**config.mk**
```make
export PLATFORM = sky130hd
export DESIGN_NAME = apb_sbox_engine
export DESIGN_NICKNAME = d
export VERILOG_FILES = /design/src/logic/gf64_pkg.sv /design/src/logic/sbox_queue.sv /design/src/logic/apb_sbox_regs.sv /design/src/logic/gf64_inverse_pipe.sv /design/src/logic/apb_sbox_engine.sv
export VERILOG_INCLUDE_DIRS = /design/src /design/src/logic
export SDC_FILE = /design/constraint.sdc
export NUM_CORES = 1
export LEC_CHECK = 0
export BUFFER_PORTS_ARGS = -buffer_cell sky130_fd_sc_hd__buf_2
export CORE_MARGIN = 1.5
export CORE_UTILIZATION = 40
export CTS_CLUSTER_DIAMETER = 60
export DETAILED_ROUTE_END_ITERATION = 12
export PLACE_DENSITY = 0.63
export SETUP_SLACK_MARGIN = 0.15
export SLEW_MARGIN = 40
export SYNTH_ARGS = -nofsm -noshare
export SYNTH_HDL_FRONTEND = slang
export SYNTH_SLANG_ARGS = --single-unit
```
**constraint.sdc**
```tcl
create_clock -name clk -period 5.9 [get_ports clk]
set_input_delay 0.59 -clock clk [delete_from_list [all_inputs] [get_ports clk]]
set_output_delay 0.59 -clock clk [all_outputs]
set_load 0.05 [all_outputs]
```
**src/logic/sbox_defines.svh**
```systemverilog
`ifndef SBOX_DEFINES_SVH
`define SBOX_DEFINES_SVH

// Queue depths, one entry per operand or result
`define SBOX_REQ_DEPTH 4
`define SBOX_RES_DEPTH 4

// Occupancy count width, enough for depths up to 7
`define SBOX_CNT_W 3

// Register stages in the inversion pipeline
`define SBOX_PIPE_DEPTH 2

// APB register map
`define SBOX_ADDR_W      4
`define SBOX_ADDR_IN     4'h0
`define SBOX_ADDR_OUT    4'h4
`define SBOX_ADDR_STATUS 4'h8

`endif

```
**src/logic/gf64_pkg.sv**
```systemverilog
`default_nettype none

package gf64_pkg;

  // Queue payloads
  typedef struct packed {
    logic [3:0] tag;
    logic [5:0] operand;
  } sbox_req_t;

  typedef struct packed {
    logic [3:0] tag;
    logic [5:0] inverse;
  } sbox_res_t;

  // GF(2^3) element in normal basis
  typedef logic [2:0] gf8_t;

  function automatic gf8_t gf8_mul(input gf8_t a, input gf8_t b);
    logic [2:0] t;
    gf8_t c;
    t[0] = (a[0] & b[1]) ^ (a[1] & b[0]);
    t[1] = (a[1] & b[2]) ^ (a[2] & b[1]);
    t[2] = (a[0] & b[2]) ^ (a[2] & b[0]);
    c[0] = (a[2] & b[2]) ^ t[0] ^ t[1];
    c[1] = (a[0] & b[0]) ^ t[1] ^ t[2];
    c[2] = (a[1] & b[1]) ^ t[2] ^ t[0];
    return c;
  endfunction

  // Squaring in a normal basis is a cyclic shift
  function automatic gf8_t gf8_sq(input gf8_t a);
    return {a[1], a[0], a[2]};
  endfunction

  // a^6 equals a^-1 for nonzero a and maps 0 to 0
  function automatic gf8_t gf8_pow6(input gf8_t a);
    gf8_t b;
    b[0] = a[0] ^ (~a[1] & a[2]);
    b[1] = a[1] ^ (~a[2] & a[0]);
    b[2] = a[2] ^ (~a[0] & a[1]);
    return b;
  endfunction

  // Polynomial basis of GF(2^6) into GF((2^3)^2), high half in bits 5:3
  function automatic logic [5:0] to_tower(input logic [5:0] a);
    logic [5:0] b;
    b[0] = a[0] ^ a[1];
    b[1] = a[0] ^ a[3];
    b[2] = a[0] ^ a[2] ^ a[4] ^ a[5];
    b[3] = a[0] ^ a[4] ^ a[5];
    b[4] = a[0] ^ a[1] ^ a[2] ^ a[5];
    b[5] = a[0] ^ a[5];
    return b;
  endfunction

  function automatic logic [5:0] from_tower(input logic [5:0] a);
    logic [5:0] b;
    b[0] = a[0] ^ a[2] ^ a[3] ^ a[4] ^ a[5];
    b[1] = a[2] ^ a[3] ^ a[4] ^ a[5];
    b[2] = a[2] ^ a[3];
    b[3] = a[0] ^ a[1] ^ a[2] ^ a[3] ^ a[4] ^ a[5];
    b[4] = a[3] ^ a[5];
    b[5] = a[0] ^ a[2] ^ a[3] ^ a[4];
    return b;
  endfunction

endpackage

`default_nettype wire

```
**src/logic/sbox_queue.sv**
```systemverilog
`default_nettype none

module sbox_queue #(
  parameter int  DEPTH  = 4,
  parameter type item_t = logic [7:0]
) (
  input  logic                         clk,
  input  logic                         rst,
  input  logic                         push,
  input  item_t                        push_item,
  output logic                         full,
  input  logic                         pop,
  output item_t                        head_item,
  output logic                         valid,
  output logic [$clog2(DEPTH+1)-1:0]   count
);

  localparam int AW = (DEPTH > 1) ? $clog2(DEPTH) : 1;
  localparam int CW = $clog2(DEPTH + 1);

  item_t mem [DEPTH];
  logic [AW-1:0] wr_ptr;
  logic [AW-1:0] rd_ptr;
  logic do_push;
  logic do_pop;

  assign full      = (count == CW'(DEPTH));
  assign valid     = (count != '0);
  assign head_item = mem[rd_ptr]; // Show-ahead head
  assign do_push   = push && !full;
  assign do_pop    = pop && valid;

  always_ff @(posedge clk) begin
    if (do_push)
      mem[wr_ptr] <= push_item;
  end

  always_ff @(posedge clk) begin
    if (rst) begin
      wr_ptr <= '0;
      rd_ptr <= '0;
      count  <= '0;
    end else begin
      if (do_push)
        wr_ptr <= (wr_ptr == AW'(DEPTH - 1)) ? '0 : wr_ptr + 1'b1;
      if (do_pop)
        rd_ptr <= (rd_ptr == AW'(DEPTH - 1)) ? '0 : rd_ptr + 1'b1;
      // Simultaneous push and pop leaves the count unchanged
      if (do_push && !do_pop)
        count <= count + 1'b1;
      else if (do_pop && !do_push)
        count <= count - 1'b1;
    end
  end

endmodule

`default_nettype wire

```
**src/logic/apb_sbox_regs.sv**
```systemverilog
`default_nettype none
`include "sbox_defines.svh"

module apb_sbox_regs (
  input  logic                     clk,
  input  logic                     rst,
  input  logic                     psel,
  input  logic                     penable,
  input  logic                     pwrite,
  input  logic [`SBOX_ADDR_W-1:0]  paddr,
  input  logic [31:0]              pwdata,
  output logic [31:0]              prdata,
  output logic                     pready,
  output logic                     pslverr,
  input  logic                     req_full,
  input  logic [`SBOX_CNT_W-1:0]   req_count,
  output logic                     req_push,
  output gf64_pkg::sbox_req_t      req_item,
  input  gf64_pkg::sbox_res_t      res_item,
  input  logic                     res_valid,
  input  logic [`SBOX_CNT_W-1:0]   res_count,
  output logic                     res_pop
);

  logic       access;
  logic       wr_in;
  logic       rd_out;
  logic       rd_stat;
  logic       bad_addr;
  logic [3:0] tag;

  assign access   = psel && penable; // Access phase, every transfer completes here
  assign wr_in    = access && pwrite && (paddr == `SBOX_ADDR_IN);
  assign rd_out   = access && !pwrite && (paddr == `SBOX_ADDR_OUT);
  assign rd_stat  = access && !pwrite && (paddr == `SBOX_ADDR_STATUS);
  assign bad_addr = access && !(wr_in || rd_out || rd_stat);

  assign pready   = 1'b1;
  assign pslverr  = (wr_in && req_full) || (rd_out && !res_valid) || bad_addr;

  assign req_push = wr_in && !req_full;
  assign res_pop  = rd_out && res_valid;

  always_comb begin
    req_item.tag     = tag;
    req_item.operand = pwdata[5:0];
  end

  always_comb begin
    prdata = '0;
    if (rd_out && res_valid) begin
      prdata[9:6] = res_item.tag;
      prdata[5:0] = res_item.inverse;
    end else if (rd_stat) begin
      prdata[`SBOX_CNT_W-1:0]    = req_count;
      prdata[8 +: `SBOX_CNT_W]   = res_count;
    end
  end

  // Sequence tag only advances on an accepted write
  always_ff @(posedge clk) begin
    if (rst)
      tag <= '0;
    else if (req_push)
      tag <= tag + 1'b1; // Wraps at 16
  end

endmodule

`default_nettype wire

```
**src/logic/gf64_inverse_pipe.sv**
```systemverilog
`default_nettype none
`include "sbox_defines.svh"

module gf64_inverse_pipe (
  input  logic                 clk,
  input  logic                 rst,
  input  gf64_pkg::sbox_req_t  in_item,
  input  logic                 in_valid,
  output logic                 in_pop,
  output gf64_pkg::sbox_res_t  out_item,
  output logic                 out_push,
  input  logic                 out_full
);

  import gf64_pkg::*;

  logic [`SBOX_PIPE_DEPTH-1:0] vld;
  logic adv1;
  logic adv2;
  sbox_req_t s1; // Operand field holds the tower form
  sbox_res_t s2;
  gf8_t lo;
  gf8_t hi;
  gf8_t sum;
  gf8_t d;
  gf8_t d_inv;
  logic [5:0] inv_tower;

  // A stage moves when the result queue takes its item or the stage ahead is empty
  assign adv2     = !vld[1] || !out_full;
  assign adv1     = !vld[0] || adv2;
  assign in_pop   = in_valid && adv1;
  assign out_push = vld[1];
  assign out_item = s2;

  // Inversion in GF((2^3)^2)
  always_comb begin
    lo        = s1.operand[2:0];
    hi        = s1.operand[5:3];
    sum       = lo ^ hi;
    d         = gf8_sq(hi) ^ gf8_mul(lo, sum);
    d_inv     = gf8_pow6(d);
    inv_tower = {gf8_mul(lo, d_inv), gf8_mul(hi, d_inv)};
  end

  always_ff @(posedge clk) begin
    if (rst) begin
      vld <= '0;
    end else begin
      if (adv1)
        vld[0] <= in_valid;
      if (adv2)
        vld[1] <= vld[0];
    end
  end

  always_ff @(posedge clk) begin
    if (adv1) begin
      s1.tag     <= in_item.tag;
      s1.operand <= to_tower(in_item.operand);
    end
    if (adv2) begin
      s2.tag     <= s1.tag;
      s2.inverse <= from_tower(inv_tower);
    end
  end

endmodule

`default_nettype wire

```
**src/logic/apb_sbox_engine.sv**
```systemverilog
`default_nettype none
`include "sbox_defines.svh"

module apb_sbox_engine (
  input  logic                     clk,
  input  logic                     rst,
  input  logic                     psel,
  input  logic                     penable,
  input  logic                     pwrite,
  input  logic [`SBOX_ADDR_W-1:0]  paddr,
  input  logic [31:0]              pwdata,
  output logic [31:0]              prdata,
  output logic                     pready,
  output logic                     pslverr
);

  import gf64_pkg::*;

  sbox_req_t req_item;
  sbox_req_t req_head;
  sbox_res_t res_item;
  sbox_res_t res_head;
  logic req_push;
  logic req_full;
  logic req_valid;
  logic req_pop;
  logic res_push;
  logic res_full;
  logic res_valid;
  logic res_pop;
  logic [`SBOX_CNT_W-1:0] req_count;
  logic [`SBOX_CNT_W-1:0] res_count;

  apb_sbox_regs regs (
    .clk       (clk),
    .rst       (rst),
    .psel      (psel),
    .penable   (penable),
    .pwrite    (pwrite),
    .paddr     (paddr),
    .pwdata    (pwdata),
    .prdata    (prdata),
    .pready    (pready),
    .pslverr   (pslverr),
    .req_full  (req_full),
    .req_count (req_count),
    .req_push  (req_push),
    .req_item  (req_item),
    .res_item  (res_head),
    .res_valid (res_valid),
    .res_count (res_count),
    .res_pop   (res_pop)
  );

  sbox_queue #(.DEPTH(`SBOX_REQ_DEPTH), .item_t(sbox_req_t)) req_q (
    .clk       (clk),
    .rst       (rst),
    .push      (req_push),
    .push_item (req_item),
    .full      (req_full),
    .pop       (req_pop),
    .head_item (req_head),
    .valid     (req_valid),
    .count     (req_count)
  );

  gf64_inverse_pipe pipe (
    .clk      (clk),
    .rst      (rst),
    .in_item  (req_head),
    .in_valid (req_valid),
    .in_pop   (req_pop),
    .out_item (res_item),
    .out_push (res_push),
    .out_full (res_full)
  );

  sbox_queue #(.DEPTH(`SBOX_RES_DEPTH), .item_t(sbox_res_t)) res_q (
    .clk       (clk),
    .rst       (rst),
    .push      (res_push),
    .push_item (res_item),
    .full      (res_full),
    .pop       (res_pop),
    .head_item (res_head),
    .valid     (res_valid),
    .count     (res_count)
  );

endmodule

`default_nettype wire

```
==> results.sh, run 1 <==
export IMPL_grtUsageMet1_pct=18.01
export IMPL_rsz0062_at_grt="false"
export IMPL_min_period_ns=4.890
export IMPL_vias=3682
export IMPL_maxSlewHeadroom_pct=47.44
export IMPL_grt_pass1_wl_um=17910
export IMPL_drc=0
export IMPL_die_area_um2=16570
export IMPL_wl_um=11100
export IMPL_cts_root_buf="clkbuf_16"
export IMPL_yosysWarnings=0
export IMPL_busiest_layer="met2"
export IMPL_synth_area_top_cells="edfxtp_1, dfxtp_1, mux4_2, ha_1, buf_4"
export IMPL_cp_arrival_ns=5.04
export IMPL_yosysTopAreaCellShare_pct=47.49
export IMPL_syn_inst=485
export IMPL_async_reset_ff_share_pct=0
export IMPL_synth_cell_types=65
export IMPL_drv_slew=0
export IMPL_synth_area_um2=6324
export IMPL_initial_utilization_pct=41.29
export IMPL_min_path_type="input port to register"
export IMPL_layout_drive_gt1_share_pct=18.15
export IMPL_met2_usage_pct=24.00
export IMPL_path_clk_slew_ns=0.06
export IMPL_crit_fanout=18
export IMPL_antenna_cells=0
export IMPL_worst_pin_slew_ns=0.7846
export IMPL_detail_route_wl_per_cell_um=15.22
export IMPL_via_per_inst=5.051
export IMPL_ant_nets=0
export IMPL_timing_fmax_mhz=204.5
export IMPL_grt_max_degree=23
export IMPL_maxCapViolCount=0
export IMPL_synth_ff_latch_count=124
export IMPL_cp_end_kind="register"
export IMPL_rows=45
export IMPL_grt_pass1_vias=3555
export IMPL_area_growth_pct=12.41
export IMPL_final_common_cell="edfxtp_1"
export IMPL_skew_ns=0.009287
export IMPL_status="finished, final reports clean"
export IMPL_synth_edf_count=100
export IMPL_antenna_found_initial=0
export IMPL_fin_crit_sh_pct=82.89
export IMPL_crit_type="register to register"
export IMPL_gp_congestion=0.8393
export IMPL_firstDrtPassIters=5
export IMPL_pin_count=75
export IMPL_final_cell_mix="edfxtp_1, nor2_1, a21oi_1"
export IMPL_synth_top_area_cell="edfxtp_1"
export IMPL_cts_max_path_buffers=2
export IMPL_worstSkewPairLatency_ns=0.41
export IMPL_cp_required_ns=6.05
export IMPL_dpl_hpwl_um=7462
export IMPL_synthFlopType="edfxtp_1"
export IMPL_cts_max_level=4
export IMPL_ys_seq_area_share_pct=55.09
export IMPL_cts_setup_buffers=0
export IMPL_post_cts_resized=0
export IMPL_syn_avg_cell_area_um2=13.04
export IMPL_die_width_um=128.7
export IMPL_core_area_um2=15310
export IMPL_critPathLaunchType="register"
export IMPL_io_buffers=26
export IMPL_cts_tree="done"
export IMPL_cts_hold_buffers_added=0
export IMPL_die_h_um=128.7
export IMPL_hold_viol_final=0
export IMPL_gr_total_overflow=0
export IMPL_setup_tns_ns=0
export IMPL_cts_made_buffers=17
export IMPL_nets=564
export IMPL_setup_viol=0
export IMPL_grtUsageMet3_pct=3.659
export IMPL_cts_sinks=124
export IMPL_grt_usage_pct=14.21
export IMPL_drtIter0Drc=190
[layout make-up]
type | instances | area, um2
clock buffer | 17 | 425.4
clock inverter | 15 | 150.1
fill | 1381 | 8207
inverter | 18 | 67.56
multi-input combinational | 315 | 2565
sequential | 124 | 3483
tap | 211 | 264.0
timing repair buffer | 29 | 152.6
[logic make-up after synthesis]
| group | share of synthesized area, % |
|---|---|
| xor+xnor | 8.587 |
| other cells | 0.1188 |
| fa+ha+maj | 3.799 |
| buf+inv | 5.540 |
| flops | 55.09 |
| mux | 9.201 |
| simple gates | 9.577 |
| compound gates | 8.093 |
[flip-flops by register name, summed over array words and instances, names as in the netlist, named ones only]
name / flops
req_q.mem: 40
res_q.mem: 40
pipe.out_item: 10
pipe.s1: 4
regs.tag: 4
pipe.hi: 3
pipe.lo: 3
req_q.count: 3
res_q.count: 3
pipe.vld: 2
req_q.rd_ptr: 2
req_q.wr_ptr: 2
res_q.rd_ptr: 2
res_q.wr_ptr: 2
[worst max-delay path: stages (launching register included)]
cell and delay (ns):
edfxtp_1 0.79, inv_1 0.22, ha_1 0.37, and2b_1 0.27, xnor3_2 0.52, xnor2_2 0.67
nor2_1 0.19, a311o_1 0.39, a2111oi_4 0.47, xnor3_1 0.34, xnor3_1 0.37
[per-stage QoR]
| stage | worst slack [ns] | instances | instance area [um2] | utilization [%] | hold WS, ns |
|---|---|---|---|---|---|
| finish | 1.010 | 729 | 7108 | 46.41 | 0.3901 |
| detailed placement | 1.049 | 697 | 6533 | 42.66 | 0.4181 |
| global route | 0.7591 | 729 | 7108 | 46.41 | 0.3820 |
| global placement | 1.181 | 697 | 6533 | 42.66 | 0.4099 |
| CTS | 1.046 | 729 | 7108 | 46.41 | 0.3762 |
| floorplan | 2.227 | 505 | 6399 | - | 0.4003 |
[synth_stat cells (all sizes together), types with 8 or more instances]
| library cell | instances |
|---|---|
| nand3 | 8 |
| xnor2 | 20 |
| xor2 | 19 |
| o21ai | 17 |
| clkbuf | 16 |
| mux4 | 20 |
| a21oi | 28 |
| nor2 | 35 |
| nor3 | 15 |
| mux2i | 12 |
| inv | 18 |
| ha | 16 |
| buf | 32 |
| and2 | 9 |
| edfxtp | 100 |
| nand2 | 24 |
| dfxtp | 24 |
[per-layer routing]
metal / routed length (um) / share of wire (%) / up-vias
met5: 0 / 0 / -
met4: 91 / 0.82 / 0
met3: 371 / 3.3 / 8
met2: 5592 / 50 / 77
met1: 5044 / 45 / 1810
li1: - / - / 1787
[final timing paths]
| check | cells past startpoint | slack [ns] | start | end |
|---|---|---|---|---|
| max | 10 | 1.01 | pipe.hi[2] | pipe.out_item[3] |
| min | 1 | 0.39 | pwdata[3] | req_q.mem[3][3] |
| max reg2reg | 10 | 1.01 | pipe.hi[2] | pipe.out_item[3] |
| min reg2reg | 0 | 0.43 | pipe.s1[7] | pipe.out_item[7] |
Power of run 1 is not shown: default switching activity piles up to over one toggle a cycle in this logic, so the estimate is an artifact.
==> run 2, diff against run 1 <==
Settings changed: PLACE_DENSITY 0.63 to 0.66.
Clock period 5.9 ns to 4.2 ns, I/O delays scaled along.
==> run 2 against run 1 <==
  * Final cell count increased by 2.2%
  * Design area increased by 1.4%
  * Worst hold slack got worse by 0.17 ns
  * Critical endpoint unchanged
==> results.sh, run 2 (same netlist as run 1, synthesis figures left out) <==
export IMPL_cts_sinks=124
export IMPL_die_width_um=128.7
export IMPL_layout_drive_gt1_share_pct=20.60
export IMPL_io_buffers=26
export IMPL_cp_required_ns=4.35
export IMPL_fin_crit_sh_pct=92.63
export IMPL_path_delay_family="XOR/XNOR gates"
export IMPL_dpl_hpwl_um=7623
export IMPL_wl_um=11080
export IMPL_detail_route_wl_per_cell_um=14.87
export IMPL_cts_tree="done"
export IMPL_cts_max_level=4
export IMPL_cts_max_path_buffers=2
export IMPL_ant_nets=0
export IMPL_crit_type="register to register"
export IMPL_cp_end_kind="register"
export IMPL_pin_count=75
export IMPL_min_period_ns=3.890
export IMPL_nets=580
export IMPL_via_per_inst=5.081
export IMPL_drtIter0Drc=257
export IMPL_antenna_found_initial=0
export IMPL_core_area_um2=15310
export IMPL_grtUsageMet1_pct=17.94
export IMPL_drc=0
export IMPL_grt_usage_pct=14.30
export IMPL_maxSlewHeadroom_pct=53.64
export IMPL_vias=3785
export IMPL_cp_slowest_stage_delay_ns=0.45
export IMPL_die_h_um=128.7
export IMPL_fill_cells=1384
export IMPL_timing_fmax_mhz=257.0
export IMPL_cts_root_buf="clkbuf_16"
export IMPL_crit_buf_inv=2
export IMPL_grt_pass1_wl_um=18150
export IMPL_hold_viol_final=0
export IMPL_postPlaceCellArea_um2=6623
export IMPL_setup_viol=0
export IMPL_firstDrtPassIters=5
export IMPL_rsz0062_at_grt="false"
export IMPL_worst_pin_slew_ns=0.6944
export IMPL_worstSkewPairLatency_ns=0.41
export IMPL_final_area_um2=7206
export IMPL_busiest_layer="met2"
export IMPL_maxCapViolCount=0
export IMPL_cpMostUsedCell="xnor3_1"
export IMPL_grt_max_degree=22
export IMPL_gp_congestion=0.8647
export IMPL_area_growth_pct=13.95
export IMPL_grtUsageMet3_pct=3.576
export IMPL_met2_usage_pct=23.72
export IMPL_min_path_type="input port to register"
export IMPL_critical_path_cell_chain="inv_1 > ha_1 > nand2b_2 > xnor3_2 > buf_4 > xnor2_2 > nor2_1 > a311o_1 > a2111oi_4 > xnor3_1 > xnor3_1"
export IMPL_grt_pass1_vias=3638
export IMPL_final_cell_mix="edfxtp_1, nor2_1, a21oi_1"
export IMPL_status="finished, final reports clean"
export IMPL_cts_made_buffers=17
export IMPL_cp_slowest_cell="xnor3_2"
export IMPL_gr_total_overflow=0
export IMPL_holdWs_ns=0.2238
export IMPL_cp_arrival_ns=4.04
export IMPL_final_common_cell="edfxtp_1"
export IMPL_die_area_um2=16570
export IMPL_skew_ns=0.005158
export IMPL_drv_slew=0
export IMPL_crit_fanout=7
export IMPL_initial_utilization_pct=41.29
export IMPL_rows=45
export IMPL_setup_tns_ns=0
export IMPL_path_clk_slew_ns=0.05
export IMPL_critPathLaunchType="register"
export IMPL_antenna_cells=0
[run 2: cell types whose count changed in the layout (fill, tap and decap cells not counted), moves of 2 or more]
cell	change
buf_4	+15
xnor2_2	+2
clkbuf_1	+2
clkinv_2	+2
clkinv_4	-3
[run 2: area by class of cell]
type	count	area [um2]	share of cell area, %
Clock inverter	13	102.6	1.424
Inverter	18	67.56	0.9377
Sequential cell	124	3483	48.34
Clock buffer	19	432.9	6.008
Multi-Input combinational cell	316	2590	35.94
Tap cell	211	264.0	3.664
Timing Repair Buffer	44	265.3	3.681
[run 2: repair_timing]
action                                  CTS  global route
setup buffers                             0             3
hold buffers                              0             0
endpoints found under the setup margin    0             4
gates resized for setup                   0             2
[run 2: path summary, 6_finish.rpt]
path	startpoint	cells after the start	endpoint	slack (ns)
worst max-delay path	pipe.hi[0]	11	pipe.out_item[3]	0.31
worst max register to register	pipe.hi[0]	11	pipe.out_item[3]	0.31
worst min-delay path	pwdata[3]	1	req_q.mem[3][3]	0.22
worst min register to register	pipe.s1[9]	0	pipe.out_item[9]	0.42
[run 2: worst register-to-register path, stage by stage, from the launching register on]
cell,delay [ns]
edfxtp_1,0.39
inv_1,0.18
ha_1,0.30
nand2b_2,0.26
xnor3_2,0.45
buf_4,0.19
xnor2_2,0.22
nor2_1,0.14
a311o_1,0.39
a2111oi_4,0.39
xnor3_1,0.34
xnor3_1,0.37
[run 2: routing by layer]
layer	vias up	routed length, um
met5	-	0
met2	97	5542
met4	0	179
met3	16	472
li1	1817	-
met1	1855	4885
[run 2: stage by stage]
| stage | util [%] | instances | worst slack [ns] |
|---|---|---|---|
| floorplan | - | 505 | 0.5268 |
| global placement | 43.24 | 709 | 0.2853 |
| detailed placement | 43.24 | 709 | 0.2448 |
| CTS | 46.74 | 741 | 0.2100 |
| global route | 47.05 | 745 | 0.1518 |
| finish | 47.05 | 745 | 0.3097 |
Power of run 2 is left out for the same reason.
